$ cat src/hdl/uart_config.svh
// ~~~~~~~~~~~~~~~~~~~~
// serial terminal configuration
// clock, bit rate and receiver oversampling shared by the serial stages
// ~~~~~~~~~~~~~~~~~~~~

`ifndef UART_CONFIG_SVH
`define UART_CONFIG_SVH

// system clock in Hz
`define UART_CLK_FREQ 25000000

// serial bit rate
// 16 clock cycles per bit keeps simulation short
`define UART_BAUD 1562500

// receiver samples per bit period
`define UART_OVERSAMPLING 8

`endif
$ cat src/hdl/uart_pkg.sv
// ~~~~~~~~~~~~~~~~~~~~
// serial terminal types
// register map and data types used on the bus and the serial path
// ~~~~~~~~~~~~~~~~~~~~

package uart_pkg;

    // register map as seen from the CPU
    // value 3 is unused and reads as zero
    typedef enum logic [1:0] {
        RX_DATA = 2'd0,
        RX_CTRL = 2'd1,
        TX_DATA = 2'd2
    } reg_addr_t;

    // one byte on the bus and on the serial line
    typedef logic [7:0] data_byte_t;

    // terminal character without the top bit
    typedef logic [6:0] char_t;

endpackage

$ cat src/hdl/uart.sv
// ~~~~~~~~~~~~~~~~~~~~
// serial terminal register block
// PIA style receive data, receive control and transmit registers in front
// of the asynchronous receiver and transmitter
// ~~~~~~~~~~~~~~~~~~~~

`timescale 1ns/10ps

module uart (
    input  logic                 clk,
    input  logic                 reset,
    input  logic                 enable,
    input  uart_pkg::reg_addr_t  address,
    input  logic                 w_en,
    input  uart_pkg::data_byte_t din,
    output uart_pkg::data_byte_t dout,
    input  logic                 uart_rx,
    output logic                 uart_tx,
    output logic                 uart_cts
);

    logic                 tx_start;
    logic                 tx_init;
    logic                 tx_busy;
    logic                 tx_write;
    logic                 tx_accept;
    uart_pkg::data_byte_t tx_byte;

    logic                 rx_ready;
    logic                 rx_idle;
    logic                 rx_status;
    logic                 rx_ack;
    logic                 rx_read;
    uart_pkg::data_byte_t rx_data;
    uart_pkg::char_t      rx_char;

    async_transmitter tx_inst (
        .clk(clk),
        .reset(reset),
        .start(tx_start),
        .data(tx_byte),
        .txd(uart_tx),
        .busy(tx_busy)
    );

    async_receiver rx_inst (
        .clk(clk),
        .reset(reset),
        .rxd(uart_rx),
        .data_ready(rx_ready),
        .data(rx_data),
        .idle(rx_idle)
    );

    assign tx_write = enable && w_en && (address == uart_pkg::TX_DATA);
    assign rx_read = enable && !w_en && (address == uart_pkg::RX_DATA);
    // the monitor's port setup write arrives before tx_init is set
    assign tx_accept = tx_write && !tx_busy && tx_init;

    // terminal is 7 bit, so bit 7 never goes out on the line
    always_ff @(posedge clk)
    begin
        if (tx_accept)
            tx_byte <= {1'b0, din[6:0]};
    end

    always_ff @(posedge clk or posedge reset)
    begin
        if (reset)
        begin
            tx_init <= 1'b0;
            tx_start <= 1'b0;
            rx_ack <= 1'b0;
            rx_status <= 1'b0;
            rx_char <= '0;
        end
        else
        begin
            tx_start <= tx_accept;
            if (tx_write && !tx_init)
                tx_init <= 1'b1;

            rx_ack <= rx_read && !rx_ack;
            // new byte only lands when the CPU has taken the last one
            if (rx_ready && !rx_status)
            begin
                rx_status <= 1'b1;
                rx_char <= rx_data[6:0];
            end
            else if (rx_ack)
                rx_status <= 1'b0;
        end
    end

    // read port, one cycle behind the address
    always_ff @(posedge clk or posedge reset)
    begin
        if (reset)
            dout <= '0;
        else
        begin
            case (address)
                uart_pkg::RX_DATA: dout <= {rx_status, rx_char};
                uart_pkg::RX_CTRL: dout <= {rx_status, 7'd0};
                uart_pkg::TX_DATA: dout <= {tx_busy, 7'd0};
                default:           dout <= '0;
            endcase
        end
    end

    // hold off the terminal while a frame arrives or a byte waits
    assign uart_cts = !rx_idle || rx_status;

endmodule

$ cat src/hdl/async_transmitter.sv
// ~~~~~~~~~~~~~~~~~~~~
// asynchronous transmitter
// sends one 8N1 frame per start pulse and holds busy until the stop bit ends
// ~~~~~~~~~~~~~~~~~~~~

`timescale 1ns/10ps

module async_transmitter (
    input  logic                 clk,
    input  logic                 reset,
    input  logic                 start,
    input  uart_pkg::data_byte_t data,
    output logic                 txd,
    output logic                 busy
);

    localparam logic [3:0] ST_IDLE  = 4'd0;
    localparam logic [3:0] ST_START = 4'd1;
    localparam logic [3:0] ST_BIT7  = 4'd9;
    localparam logic [3:0] ST_STOP  = 4'd10;

    logic                 bit_tick;
    logic [3:0]           state;
    uart_pkg::data_byte_t shifter;

    // bit timing restarts with every frame
    baud_tick_gen #(
        .OVERSAMPLING(1)
    ) bit_tick_gen (
        .clk(clk),
        .reset(reset),
        .enable(busy || start),
        .tick(bit_tick)
    );

    assign busy = (state != ST_IDLE);

    always_ff @(posedge clk or posedge reset)
    begin
        if (reset)
            state <= ST_IDLE;
        else if (state == ST_IDLE)
        begin
            if (start)
                state <= ST_START;
        end
        else if (bit_tick)
        begin
            if (state == ST_STOP)
                state <= ST_IDLE;
            else
                state <= state + 4'd1;
        end
    end

    // start pulses during a frame are ignored
    always_ff @(posedge clk)
    begin
        if (start && !busy)
            shifter <= data;
        else if (bit_tick && state > ST_START && state <= ST_BIT7)
            shifter <= {1'b0, shifter[7:1]};
    end

    // registered line output
    always_ff @(posedge clk or posedge reset)
    begin
        if (reset)
            txd <= 1'b1;
        else
        begin
            case (state)
                ST_IDLE:  txd <= 1'b1;
                ST_START: txd <= 1'b0;
                ST_STOP:  txd <= 1'b1;
                default:  txd <= shifter[0];
            endcase
        end
    end

endmodule

$ cat src/hdl/async_receiver.sv
// ~~~~~~~~~~~~~~~~~~~~
// asynchronous receiver
// synchronizes and filters the line, finds start bits and shifts in
// 8N1 frames, flags a valid stop bit and reports an idle line
// ~~~~~~~~~~~~~~~~~~~~

`timescale 1ns/10ps
`include "uart_config.svh"

module async_receiver (
    input  logic                 clk,
    input  logic                 reset,
    input  logic                 rxd,
    output logic                 data_ready,
    output uart_pkg::data_byte_t data,
    output logic                 idle
);

    localparam int OS = `UART_OVERSAMPLING;
    localparam int OS_WIDTH = $clog2(OS);
    // sample point inside each bit, counted in sample ticks
    localparam logic [OS_WIDTH-1:0] OS_MID = OS_WIDTH'(OS / 2 - 1);

    // ten bit times of high line count as idle
    localparam int GAP_TICKS = 10 * OS;
    localparam int GAP_WIDTH = $clog2(GAP_TICKS + 1);
    localparam logic [GAP_WIDTH-1:0] GAP_LIMIT = GAP_WIDTH'(GAP_TICKS);

    localparam logic [3:0] ST_IDLE  = 4'd0;
    localparam logic [3:0] ST_START = 4'd1;
    localparam logic [3:0] ST_BIT0  = 4'd2;
    localparam logic [3:0] ST_BIT7  = 4'd9;
    localparam logic [3:0] ST_STOP  = 4'd10;

    logic                sample_tick;
    logic [1:0]          rxd_sync;
    logic [1:0]          samples;
    logic                rx_bit;
    logic [3:0]          state;
    logic [OS_WIDTH-1:0] os_cnt;
    logic                sample_now;
    logic [GAP_WIDTH-1:0] gap_cnt;

    baud_tick_gen #(
        .OVERSAMPLING(OS)
    ) sample_tick_gen (
        .clk(clk),
        .reset(reset),
        .enable(1'b1),
        .tick(sample_tick)
    );

    // two flop synchronizer, then majority of the last three samples
    always_ff @(posedge clk or posedge reset)
    begin
        if (reset)
        begin
            rxd_sync <= 2'b11;
            samples <= 2'b11;
            rx_bit <= 1'b1;
        end
        else
        begin
            rxd_sync <= {rxd_sync[0], rxd};
            if (sample_tick)
            begin
                samples <= {samples[0], rxd_sync[1]};
                rx_bit <= (samples[1] & samples[0]) | (samples[1] & rxd_sync[1]) |
                          (samples[0] & rxd_sync[1]);
            end
        end
    end

    assign sample_now = sample_tick && (os_cnt == OS_MID);

    always_ff @(posedge clk or posedge reset)
    begin
        if (reset)
        begin
            state <= ST_IDLE;
            os_cnt <= '0;
            data_ready <= 1'b0;
        end
        else
        begin
            data_ready <= 1'b0;
            // phase restarts at each detected start edge
            if (state == ST_IDLE)
                os_cnt <= '0;
            else if (sample_tick)
                os_cnt <= os_cnt + 1'b1;

            case (state)
                ST_IDLE:
                begin
                    if (sample_tick && !rx_bit)
                        state <= ST_START;
                end
                ST_START:
                begin
                    // a start bit that is gone by mid-bit was a glitch
                    if (sample_now)
                        state <= rx_bit ? ST_IDLE : ST_BIT0;
                end
                ST_STOP:
                begin
                    if (sample_now)
                    begin
                        state <= ST_IDLE;
                        data_ready <= rx_bit;
                    end
                end
                default:
                begin
                    if (sample_now)
                        state <= state + 4'd1;
                end
            endcase
        end
    end

    // lsb arrives first
    always_ff @(posedge clk)
    begin
        if (sample_now && state >= ST_BIT0 && state <= ST_BIT7)
            data <= {rx_bit, data[7:1]};
    end

    // line starts out idle after reset
    always_ff @(posedge clk or posedge reset)
    begin
        if (reset)
            gap_cnt <= GAP_LIMIT;
        else if (state != ST_IDLE)
            gap_cnt <= '0;
        else if (sample_tick && rx_bit && gap_cnt != GAP_LIMIT)
            gap_cnt <= gap_cnt + 1'b1;
    end

    assign idle = (gap_cnt == GAP_LIMIT);

endmodule

$ cat src/hdl/baud_tick_gen.sv
// ~~~~~~~~~~~~~~~~~~~~
// baud tick generator
// phase accumulator giving one-cycle ticks at baud rate times OVERSAMPLING
// ~~~~~~~~~~~~~~~~~~~~

`timescale 1ns/10ps
`include "uart_config.svh"

module baud_tick_gen #(
    parameter int OVERSAMPLING = 1
) (
    input  logic clk,
    input  logic reset,
    input  logic enable,
    output logic tick
);

    // eight bits of fraction beyond the clock to baud ratio
    localparam int ACC_WIDTH = $clog2(`UART_CLK_FREQ / `UART_BAUD) + 8;
    localparam longint RATE = longint'(`UART_BAUD) * OVERSAMPLING;
    localparam longint INC_FULL = ((RATE << ACC_WIDTH) + (`UART_CLK_FREQ / 2)) / `UART_CLK_FREQ;
    localparam logic [ACC_WIDTH:0] INC = (ACC_WIDTH + 1)'(INC_FULL);

    logic [ACC_WIDTH:0] acc;

    // top bit is the carry out of the accumulator
    always_ff @(posedge clk or posedge reset)
    begin
        if (reset)
            acc <= '0;
        else if (enable)
            acc <= {1'b0, acc[ACC_WIDTH-1:0]} + INC;
        else
            acc <= '0;
    end

    assign tick = acc[ACC_WIDTH];

endmodule

$ cat config.mk
export PLATFORM = sky130hd
export DESIGN_NAME = uart
export DESIGN_NICKNAME = d
export VERILOG_FILES = /design/src/hdl/uart_pkg.sv /design/src/hdl/uart.sv /design/src/hdl/async_transmitter.sv /design/src/hdl/async_receiver.sv /design/src/hdl/baud_tick_gen.sv
export VERILOG_INCLUDE_DIRS = /design/src /design/src/hdl
export SDC_FILE = /design/constraint.sdc
export NUM_CORES = 1
export LEC_CHECK = 0
export BUFFER_PORTS_ARGS = -buffer_cell sky130_fd_sc_hd__buf_2
export CAP_MARGIN = 15
export CELL_PAD_IN_SITES_DETAIL_PLACEMENT = 1
export CELL_PAD_IN_SITES_GLOBAL_PLACEMENT = 2
export CORE_MARGIN = 2
export CORE_UTILIZATION = 37
export CTS_CLUSTER_SIZE = 24
export DETAILED_ROUTE_END_ITERATION = 7
export PLACE_DENSITY_LB_ADDON = 0.1
export SLEW_MARGIN = 15
export SYNTH_ARGS = -nofsm -noshare
export SYNTH_HDL_FRONTEND = slang
export SYNTH_SLANG_ARGS = --single-unit
$ cat constraint.sdc
create_clock -name clk -period 1.9 [get_ports clk]
set_input_delay 0 -clock clk [delete_from_list [all_inputs] [get_ports clk]]
set_output_delay 0 -clock clk [all_outputs]
set_load 0.005 [all_outputs]
==> metrics.cfg, run 1 <==
[outcome]
status = finished clean

[power]
ir_drop_v = 0.000414
power_density_nw_per_um2 = 1060
leakagePower_nw = 1.57

[global_route]
antenna_found_initial = 0
grtUsageMet2_pct = 23.1
busiest_layer = met2
grt_pass1_vias = 2048
grt_max_degree = 21
use_met3_pct = 4.70
use_met1_pct = 17.8
grt-ovfl-total = 0
grt_use_total_pct = 14.2
grt_pass1_wl_um = 9890

[sta]
hold_viol = 0
rsz0062_at_grt = no
finalSetupTns_ps = 0
max_freq_mhz = 587
relSlewSlack_pct = 71.2
setup_slack_ps = 196
period_needed_ps = 1700
fin_skew_ps = 8.71
slew_viol_final = 0
final.period_utilization_pct = 89.7
hold_slack_ps = 41.5
setup_violations = 0
tightest_slew_ps = 433

[worst_hold_path]
hold_path.class = in2reg
hp-start = address[0]

[clock_network]
cts_resized = 0
clock-sinks = 73
post_cts_buffers = 0
clkLatencyLatePin_ps = 350
htree_levels = 3
clock-root-buffer = clkbuf_8
ctsLongestPathBuffers = 2
clkSlewWorstSetupHoldPaths_ps = 90
cts-buffers-inserted = 9
tritoncts = done

[synthesis]
synth.cell_area_um2 = 3130
syn_area_per_cell_um2 = 12.7
yosysTopAreaCell = dfrtp_1
synth.area.top_cells = dfrtp_1 34%, edfxtp_1 21%, dfstp_2 6.7%, mux2_2 6.1%, ha_1 4.0%
synth_edf_count = 22
syn_nets = 271
ys_warn_count = 0
synth_top_area_share_pct = 34.4
synth_ff_type = dfrtp_1
ys_seq_area_share_pct = 62.2
synth_cell_types = 45
synth_seq_cells = 73
synth_cells = 246
async_flop_share_pct = 69.9

[drt]
firstDrtPassIters = 4
drc = 0
antenna_left = 0
vias = 1952
wire_per_inst_um = 14.0
first_iter_violations = 33
drt_wl_total_um = 5690
viasPerCell = 4.82

[job]
maxCapViolations = 0

[finish]
final_common_cell = dfrtp_1
layout_common_cells = 43 x dfrtp_1, 23 x nor2_1, 23 x buf_2
drive_gt1_share_pct = 27.7
insertedDiodeCount = 0
area_growth_pct = 19.3
instances_no_fill = 405
fin_nets = 320

[floorplan]
rows = 33
fp.dieH_um = 95.9
ios = 25
die_x_um = 95.9
initial_core_util_pct = 38.1
die_area_um2 = 9210
coreArea_um2 = 8220

[worst_setup_path]
crit_path_end_kind = flop
cp_data_required_time_ps = 2140
ff2ff_path_depth = 5
rr_startpoint = rx_inst.state[0]$_DFFE_PP0P_
crit_end = rx_inst.state[0]$_DFFE_PP0P_
critPathLaunch = rx_inst.state[0]$_DFFE_PP0P_
crit_fanout = 7
critPathLaunchType = flop
rrSetupSlack_ps = 200
worst_ep_arrival_time_ps = 1940
crit_type = reg2reg
reg2reg_to = rx_inst.state[0]$_DFFE_PP0P_

[placed_design]
gp_congestion = 0.743
placed_cells = 376
dp_worst_setup_slack_ps = 205
hpwl_um = 4020
io_buffers = 23

## layer usage
metal	vias to the layer above	wire (µm)
li1	968	-
met1	963	2620
met2	16	2870
met3	5	147
met4	0	51
met5	-	0
## worst min-delay path by stage
stage | end | slack [ps] | cells past startpoint
after floorplan | rx_inst.rxd_sync[0]$_DFF_PP1_ | 4 | 0
after global placement | tx_inst.state[2]$_DFFE_PP0P_ | 20 | 2
after detailed placement | tx_inst.state[2]$_DFFE_PP0P_ | 20 | 2
after CTS | dout[7]$_DFF_PP0_ | 20 | 3
after global routing | dout[7]$_DFF_PP0_ | 30 | 3
final | dout[3]$_DFF_PP0_ | 40 | 3
## synthesized netlist by cell type (8+ instances only)
| cell type | instances |
|---|---|
| dfstp_2 | 8 |
| dfrtp_1 | 43 |
| mux2_2 | 17 |
| nand2_1 | 8 |
| inv_1 | 15 |
| nor2_1 | 23 |
| edfxtp_1 | 22 |
| a21oi_1 | 10 |
| ha_1 | 10 |
| o21ai_0 | 15 |
| nand3_1 | 8 |
| and2_1 | 8 |
## logic make-up after synthesis
logic type | count (synthesis) | synth area share, %
XOR/XNOR | 7 | 1.96
buffers and inverters | 24 | 3.44
multiplexers | 18 | 6.44
adder cells (fa/ha/maj) | 11 | 4.32
AND/OR/NAND/NOR | 74 | 13.6
AO/OA/AOI/OAI | 39 | 7.96
flip-flops | 73 | 62.2
## worst max-delay path, stage by stage, from the launching register on
cell,delay [ps]
dfrtp_1,440
inv_1,120
ha_1,240
nor4b_4,140
o211ai_4,280
mux2_2,370
## layout make-up
type / instances / area [µm²]
clock buffer: 9 / 124
tap: 105 / 131
multi-input combinational: 149 / 1080
inverter: 15 / 56.3
timing repair buffer: 47 / 328
clock inverter: 7 / 66.3
fill: 890 / 4480
sequential: 73 / 1950
## repair_timing
action / 4_1_cts / 5_1_grt
endpoints found under the hold margin: 29 / 0
hold buffers: 13 / 0
setup endpoints to repair: 0 / 0
## stage by stage
step / instance area (µm²) / total power [mW] / utilization, %
after global placement: 3410 / 2.82 / 41.5
after floorplan: 3130 / 2.60 / -
after CTS: 3730 / 4.04 / 45.4
after detailed placement: 3410 / 2.82 / 41.5
after global routing: 3730 / 4.25 / 45.4
final: 3730 / 3.95 / 45.4
## flip-flops by register name, indices dropped and copies added (netlist names)
register                     flops
dout                             8
rx_inst.data                     8
rx_char                          7
rx_inst.gap_cnt                  7
tx_byte                          7
tx_inst.shifter                  7
tx_inst.bit_tick_gen.acc         5
rx_inst.state                    4
tx_inst.state                    4
rx_inst.os_cnt                   3
rx_inst.rxd_sync                 2
rx_inst.sample_tick_gen.acc      2
rx_inst.samples                  2
rx_ack                           1
rx_inst.data_ready               1
rx_inst.rx_bit                   1
rx_status                        1
tx_init                          1
tx_inst.txd                      1
tx_start                         1
## report_power, final
group          internal [mW]  switching [mW]  total (mW)
Combinational          0.364           0.417       0.781
Clock                  0.513           0.649        1.16
Sequential              1.82           0.188        2.01
Note: power is estimated with default switching activity, not from simulation.
==> run 2, diff against run 1 <==
--- a/config.mk
+++ b/config.mk
@@ -18,4 +18,5 @@
 export SLEW_MARGIN = 15
 export SYNTH_ARGS = -nofsm -noshare
 export SYNTH_HDL_FRONTEND = slang
+export SYNTH_HIERARCHICAL = 1
 export SYNTH_SLANG_ARGS = --single-unit
==> metrics.cfg, run 2 <==
[outcome]
status = finished clean  ; unchanged

[clock_network]
ctsLongestPathBuffers = 2  ; unchanged
tritoncts = done  ; unchanged
clock-sinks = 74  ; was 73
htree_levels = 3  ; unchanged
clkSlewWorstSetupHoldPaths_ps = 80  ; was 90 ps
clock-root-buffer = clkbuf_8  ; unchanged
cts-buffers-inserted = 9  ; unchanged
clkLatencyLatePin_ps = 350  ; about the same

[drt]
drt_wl_total_um = 6310  ; was 5690 µm
viasPerCell = 4.86  ; was 4.82
drc = 0  ; unchanged
wire_per_inst_um = 15.0  ; was 14.0 µm
first_iter_violations = 36  ; was 33
antenna_left = 0  ; unchanged
vias = 2041  ; was 1952
firstDrtPassIters = 4  ; unchanged

[power]
ir_drop_v = 0.000431  ; was 0.000414 V
leakagePower_nw = 1.76  ; was 1.57 nW
power_density_nw_per_um2 = 1050  ; was 1060 nW/µm²
power_mw = 4.15  ; was 3.95 mW

[floorplan]
rows = 34  ; was 33
fp.dieH_um = 97.9  ; was 95.9 µm
coreArea_um2 = 8640  ; was 8220 µm²
initial_core_util_pct = 37.8  ; was 38.1%
ios = 25  ; unchanged
die_area_um2 = 9590  ; was 9210 µm²
die_x_um = 97.9  ; was 95.9 µm

[synthesis]
yosysTopAreaCell = dfrtp_1  ; unchanged
syn_area_per_cell_um2 = 13.0  ; was 12.7 µm²
async_flop_share_pct = 68.9  ; was 69.9%
synth_top_family_by_area = simple AND/OR/NAND/NOR gates  ; unchanged
synth.area.mux_share_pct = 8.08  ; was 6.44%
synth-adder-area-share_pct = 3.75  ; was 4.32%
yosys.area_share.xor_xnor_pct = 1.88  ; was 1.96%
ys_seq_area_share_pct = 60.5  ; was 62.2%
synth_cell_types = 57  ; was 45
synth_cells = 252  ; was 246
synth_edf_count = 23  ; was 22
synth_seq_cells = 74  ; was 73
ys_warn_count = 6  ; was 0
synth.most_common_cell = dfrtp_1  ; unchanged
synth.area.top_cells = dfrtp_1 33%, edfxtp_1 21%, dfstp_2 6.4%, mux2_2 3.8%, mux2_4 3.7%  ; was dfrtp_1 34%, edfxtp_1 21%, dfstp_2 6.7%, mux2_2 6.1%, ha_1 4.0%
synth_top_area_share_pct = 33.0  ; was 34.4%
synth_common_cells = 43 x dfrtp_1, 23 x edfxtp_1, 14 x inv_1, 13 x nor2_1, 12 x o21ai_0  ; was 43 x dfrtp_1, 23 x nor2_1, 22 x edfxtp_1, 17 x mux2_2
synth_ff_type = dfrtp_1  ; unchanged
synth_simple_gate_area_share_pct = 15.3  ; was 13.6%
synth_compound_area_share_pct = 6.70  ; was 7.96%
synth.cell_area_um2 = 3270  ; was 3130 µm²

[finish]
layout_common_cells = 43 x dfrtp_1, 23 x buf_2, 23 x edfxtp_1  ; was 43 x dfrtp_1, 23 x nor2_1, 23 x buf_2
reg_top3 = dout x8, rx_inst/data x8, tx_inst/shifter x8  ; was dout x8, rx_inst.data x8
fin_area_um2 = 3940  ; was 3730 µm²
insertedDiodeCount = 0  ; unchanged
area_growth_pct = 20.8  ; was 19.3%
final_common_cell = dfrtp_1  ; unchanged
fin_nets = 331  ; was 320
drive_gt1_share_pct = 30.1  ; was 27.7%

[global_route]
use_met1_pct = 19.3  ; was 17.8%
busiest_layer = met2  ; unchanged
grt_pass1_wl_um = 10800  ; was 9890 µm
grt_max_degree = 21  ; unchanged
grt_pass1_vias = 2094  ; was 2048
grtUsageMet2_pct = 22.7  ; was 23.1%
antenna_found_initial = 0  ; unchanged
grt_use_total_pct = 14.3  ; was 14.2%
use_met3_pct = 4.51  ; was 4.70%
grt-ovfl-total = 0  ; unchanged

[worst_setup_path]
worst_ep_arrival_time_ps = 2020  ; was 1940 ps
crit_type = reg2reg  ; unchanged
slowest_stage = or3b_1  ; was dfrtp_1
cp_data_required_time_ps = 2130  ; was 2140 ps
critPathLaunch = rx_inst/state[0]$_DFFE_PP0P_  ; was rx_inst.state[0]$_DFFE_PP0P_
reg2reg_to = rx_inst/state[1]$_DFFE_PP0P_  ; was rx_inst.state[0]$_DFFE_PP0P_
crit_path_end_kind = flop  ; unchanged
critPathLaunchType = flop  ; unchanged
cp_cell_sequence = inv_1, ha_2, or3b_1, nor2_4, o211ai_2, mux2_4  ; was inv_1, ha_1, nor4b_4, o211ai_4, mux2_2
rrSetupSlack_ps = 120  ; was 200 ps
cp_num_buf_inv = 1  ; unchanged
crit_fanout = 5  ; was 7
cpPeakStageDelay_ps = 420  ; was 440 ps
ff2ff_path_depth = 6  ; was 5
rr_startpoint = rx_inst/state[0]$_DFFE_PP0P_  ; was rx_inst.state[0]$_DFFE_PP0P_
cp_top_family = simple AND/OR/NAND/NOR gates  ; was flip-flops

[sta]
period_needed_ps = 1780  ; was 1700 ps
hold_viol = 0  ; unchanged
setup_violations = 0  ; unchanged
fin_skew_ps = 15.0  ; was 8.71 ps
setup_slack_ps = 117  ; was 196 ps
slew_viol_final = 0  ; unchanged
finalSetupTns_ps = 0  ; unchanged
tightest_slew_ps = 802  ; was 433 ps
rsz0062_at_grt = no  ; unchanged
final.period_utilization_pct = 93.8  ; was 89.7%
relSlewSlack_pct = 46.5  ; was 71.2%
max_freq_mhz = 561  ; was 587 MHz

[placed_design]
hpwl_um = 4180  ; was 4020 µm
dp_worst_setup_slack_ps = 115  ; was 205 ps
gp_congestion = 0.747  ; was 0.743
place_area_um2 = 3570  ; was 3410 µm²
io_buffers = 23  ; unchanged

[worst_hold_path]
hold_path.class = in2reg  ; unchanged
holdPathStages = 3  ; unchanged
hp-start = address[0]  ; unchanged
min_to = tx_init$_DFFE_PP0P_  ; was dout[3]$_DFF_PP0_

[job]
maxCapViolations = 0  ; unchanged

run 2: cell types whose count changed after synthesis, sizes merged, moves of 3 or more:
cell | before | now
nor2b | 4 | 10
nor2 | 23 | 14
nor3 | 4 | 1
a21oi | 10 | 5
clkbuf | 2 | 5
o21ai | 15 | 12
nor4b | 4 | 1
and2 | 8 | 12
nand2 | 9 | 12
run 2: repair_timing:
action | in CTS | in global routing
gates resized for setup | 0 | 2
endpoints found under the setup margin | 0 | 2
endpoints found under the hold margin | 55 | 0
hold buffers | 14 | 0
setup buffers | 0 | 2
run 2: worst max-delay path by stage:
stage                                         to  slack [ps]  cells after the start
global placement    rx_inst/state[1]$_DFFE_PP0P_         130                      6
global route                   dout[7]$_DFF_PP0_           9                      5
finish              rx_inst/state[1]$_DFFE_PP0P_         120                      6
floorplan           tx_inst/shifter[0]$_DFFE_PP_          50                      4
detailed placement  rx_inst/state[1]$_DFFE_PP0P_         110                      6
CTS                            dout[7]$_DFF_PP0_          50                      5
run 2: power by group:
group	internal, mW	switching [mW]	leakage [nW]
Sequential	1.80	0.100	0.874
Clock	0.745	0.598	0.110
Combinational	0.433	0.468	0.780
run 2: cells by family (layout without fill, tap and decap cells):
logic type / after synthesis / after routing
other: 2 / 3
xor gates and xnor gates: 7 / 7
and+or+nand+nor: 80 / 80
AOI/OAI and AO/OA: 34 / 34
buffers and inverters: 24 / 83
muxes: 21 / 21
DFF: 74 / 74
adders and majority gates: 10 / 10
run 2: cell type report:
| cell class | instances | area [µm²] |
|---|---|---|
| clock buffers | 10 | 128 |
| clock inverters | 6 | 91.3 |
| fillers | 923 | 4690 |
| inverters | 14 | 52.6 |
| multi-input cells | 155 | 1180 |
| flip-flops and latches | 74 | 1980 |
| well taps | 108 | 135 |
| repair buffers | 53 | 375 |
run 2: per-layer routing:
metal | vias to the layer above | wire length, µm
met5 | - | 0
met4 | 0 | 51
met1 | 1029 | 2940
met3 | 6 | 214
li1 | 980 | -
met2 | 26 | 3110
run 2: through the flow:
| stage | hold WS, ps | cells | utilization [%] |
|---|---|---|---|
| CTS | 3.95 | 418 | 45.5 |
| detailed placement | -67.7 | 388 | 41.3 |
| finish | 21.1 | 420 | 45.7 |
| floorplan | -259 | 253 | - |
| global route | 31.2 | 420 | 45.7 |
| global placement | -84.9 | 388 | 41.3 |
run 2: worst register-to-register path, cell delays in order, from the launching register on:
cell and delay, ps:
dfrtp_1 380, inv_1 120, ha_2 230, or3b_1 420, nor2_4 100, o211ai_2 110, mux2_4 310
==> run 3, diff against run 2 <==
--- a/config.mk
+++ b/config.mk
@@ -14,7 +14,7 @@
 export CORE_UTILIZATION = 37
 export CTS_CLUSTER_SIZE = 24
 export DETAILED_ROUTE_END_ITERATION = 7
-export PLACE_DENSITY_LB_ADDON = 0.1
+export PLACE_DENSITY = 0.78
 export SLEW_MARGIN = 15
 export SYNTH_ARGS = -nofsm -noshare
 export SYNTH_HDL_FRONTEND = slang
==> metrics.cfg, run 3 (synthesis gave the netlist of run 2 again) <==
[outcome]
status = finished clean  ; unchanged

[clock_network]
ctsLongestPathBuffers = 2  ; unchanged
clkLatencyLatePin_ps = 350  ; about the same
clock-root-buffer = clkbuf_8  ; unchanged
clock-sinks = 74  ; unchanged
cts-buffers-inserted = 9  ; unchanged
tritoncts = done  ; unchanged
clkSlewWorstSetupHoldPaths_ps = 80  ; about the same
htree_levels = 3  ; unchanged

[global_route]
grt_pass1_vias = 2213  ; was 2094
antenna_found_initial = 0  ; unchanged
grt_max_degree = 21  ; unchanged
grt_use_total_pct = 14.6  ; was 14.3%
grt_pass1_wl_um = 11000  ; was 10800 µm
grt-ovfl-total = 0  ; unchanged

[placed_design]
hpwl_um = 4400  ; was 4180 µm
io_buffers = 23  ; unchanged
gp_congestion = 0.708  ; was 0.747
dp_worst_setup_slack_ps = 149  ; was 115 ps

[sta]
setup_violations = 0  ; unchanged
max_freq_mhz = 579  ; was 561 MHz
relSlewSlack_pct = 47.1  ; was 46.5%
rsz0062_at_grt = no  ; unchanged
hold_viol = 0  ; unchanged
hold_slack_ps = 17.6  ; was 21.1 ps
setup_slack_ps = 173  ; was 117 ps
slew_viol_final = 0  ; unchanged
period_needed_ps = 1730  ; was 1780 ps
final.period_utilization_pct = 90.9  ; was 93.8%
tightest_slew_ps = 793  ; was 802 ps
finalSetupTns_ps = 0  ; unchanged
fin_skew_ps = 12.0  ; was 15.0 ps

[drt]
drc = 0  ; unchanged
firstDrtPassIters = 4  ; unchanged
vias = 2055  ; was 2041
first_iter_violations = 66  ; was 36
antenna_left = 0  ; unchanged
wire_per_inst_um = 15.5  ; was 15.0 µm
drt_wl_total_um = 6570  ; was 6310 µm
viasPerCell = 4.86  ; about the same

[worst_setup_path]
cp_data_required_time_ps = 2140  ; was 2130 ps
worst_ep_arrival_time_ps = 1970  ; was 2020 ps
crit_type = reg2reg  ; unchanged
critPathLaunchType = flop  ; unchanged
rrSetupSlack_ps = 170  ; was 120 ps
crit_path_end_kind = flop  ; unchanged
crit_fanout = 4  ; was 5

[job]
maxCapViolations = 0  ; unchanged

[finish]
fin_nets = 334  ; was 331
area_growth_pct = 21.1  ; was 20.8%
nFillCells = 933  ; was 923
reg_top3 = dout x8, rx_inst/data x8, tx_inst/shifter x8  ; unchanged
multiInputGateArea_um2 = 1180  ; about the same
drive_gt1_share_pct = 31.1  ; was 30.1%
insertedDiodeCount = 0  ; unchanged
final_common_cell = dfrtp_1  ; unchanged
layout_common_cells = 42 x dfrtp_1, 23 x buf_2, 23 x edfxtp_1  ; was 43 x dfrtp_1, 23 x buf_2, 23 x edfxtp_1
final_util_pct = 45.8  ; was 45.7%
seq_area_um2 = 1980  ; about the same

[power]
power_density_nw_per_um2 = 1030  ; was 1050 nW/µm²
power_mw = 4.09  ; was 4.15 mW
leakagePower_nw = 1.79  ; was 1.76 nW
ir_drop_v = 0.000573  ; was 0.000431 V

[floorplan]
fp.dieH_um = 97.9  ; unchanged
initial_core_util_pct = 37.8  ; unchanged
ios = 25  ; unchanged
coreArea_um2 = 8640  ; unchanged
die_x_um = 97.9  ; unchanged
rows = 34  ; unchanged
die_area_um2 = 9590  ; unchanged

[worst_hold_path]
hold_path.class = in2reg  ; unchanged

[run 3: cell types whose count changed in the layout (fill, tap and decap cells not counted), moves of 2 or more]
cell           change
buf_4              +4
clkinv_4           -3
dlygate4sd3_1      -2
inv_6              +2
inv_8              +2
[run 3: metrics by stage]
step	instances	instance area [µm²]
after floorplan	253	3270
after global placement	390	3580
after detailed placement	390	3580
after CTS	419	3920
after global routing	423	3950
final	423	3950
[run 3: layout make-up]
cell class                      instances  area share (%)
Clock inverter                          7            2.12
Inverter                               14            1.33
Clock buffer                            9            3.13
Timing Repair Buffer                   56            10.1
Multi-Input combinational cell        155            29.9
Sequential cell                        74            50.0
Tap cell                              108            3.42
[run 3: final timing paths]
kind	start	endpoint	cells after the start
worst max-delay path	rx_inst/state[0]$_DFFE_PP0P_	rx_inst/state[1]$_DFFE_PP0P_	6
worst min-delay path	w_en	tx_init$_DFFE_PP0P_	3
worst max register to register	rx_inst/state[0]$_DFFE_PP0P_	rx_inst/state[1]$_DFFE_PP0P_	6
worst min register to register	rx_inst/rxd_sync[0]$_DFF_PP1_	rx_inst/rxd_sync[1]$_DFF_PP1_	0
max in group asynchronous	reset	rx_inst/data_ready$_DFF_PP0_	3
min in group asynchronous	reset	rx_inst/sample_tick_gen/acc[11]$_DFF_PP0_	3
[run 3: repair_timing]
item | 4_1_cts | 5_1_grt
setup buffers | 0 | 4
endpoints found under the setup margin | 0 | 9
hold buffers | 13 | 0
resized for setup | 0 | 3
hold endpoints to repair | 55 | 0
[run 3: worst max-delay path: stages (launching register included)]
cell and delay [ps]:
dfrtp_1 380, inv_1 110, ha_1 190, or3b_1 410, nor2_4 100, o211ai_2 110
mux2_4 310
[run 3: power breakdown]
part	internal (mW)	leakage [nW]	total (mW)	switching, mW
logic	0.431	0.814	0.905	0.474
registers	1.80	0.872	1.90	0.101
clock network	0.635	0.105	1.28	0.648
[run 3: metal layers]
layer	vias up	track usage (%)	wire, µm
met5	-	0	0
met4	0	4.17	55
met3	5	4.15	178
met2	28	24.9	3420
met1	1032	18.1	2920
li1	990	-	-
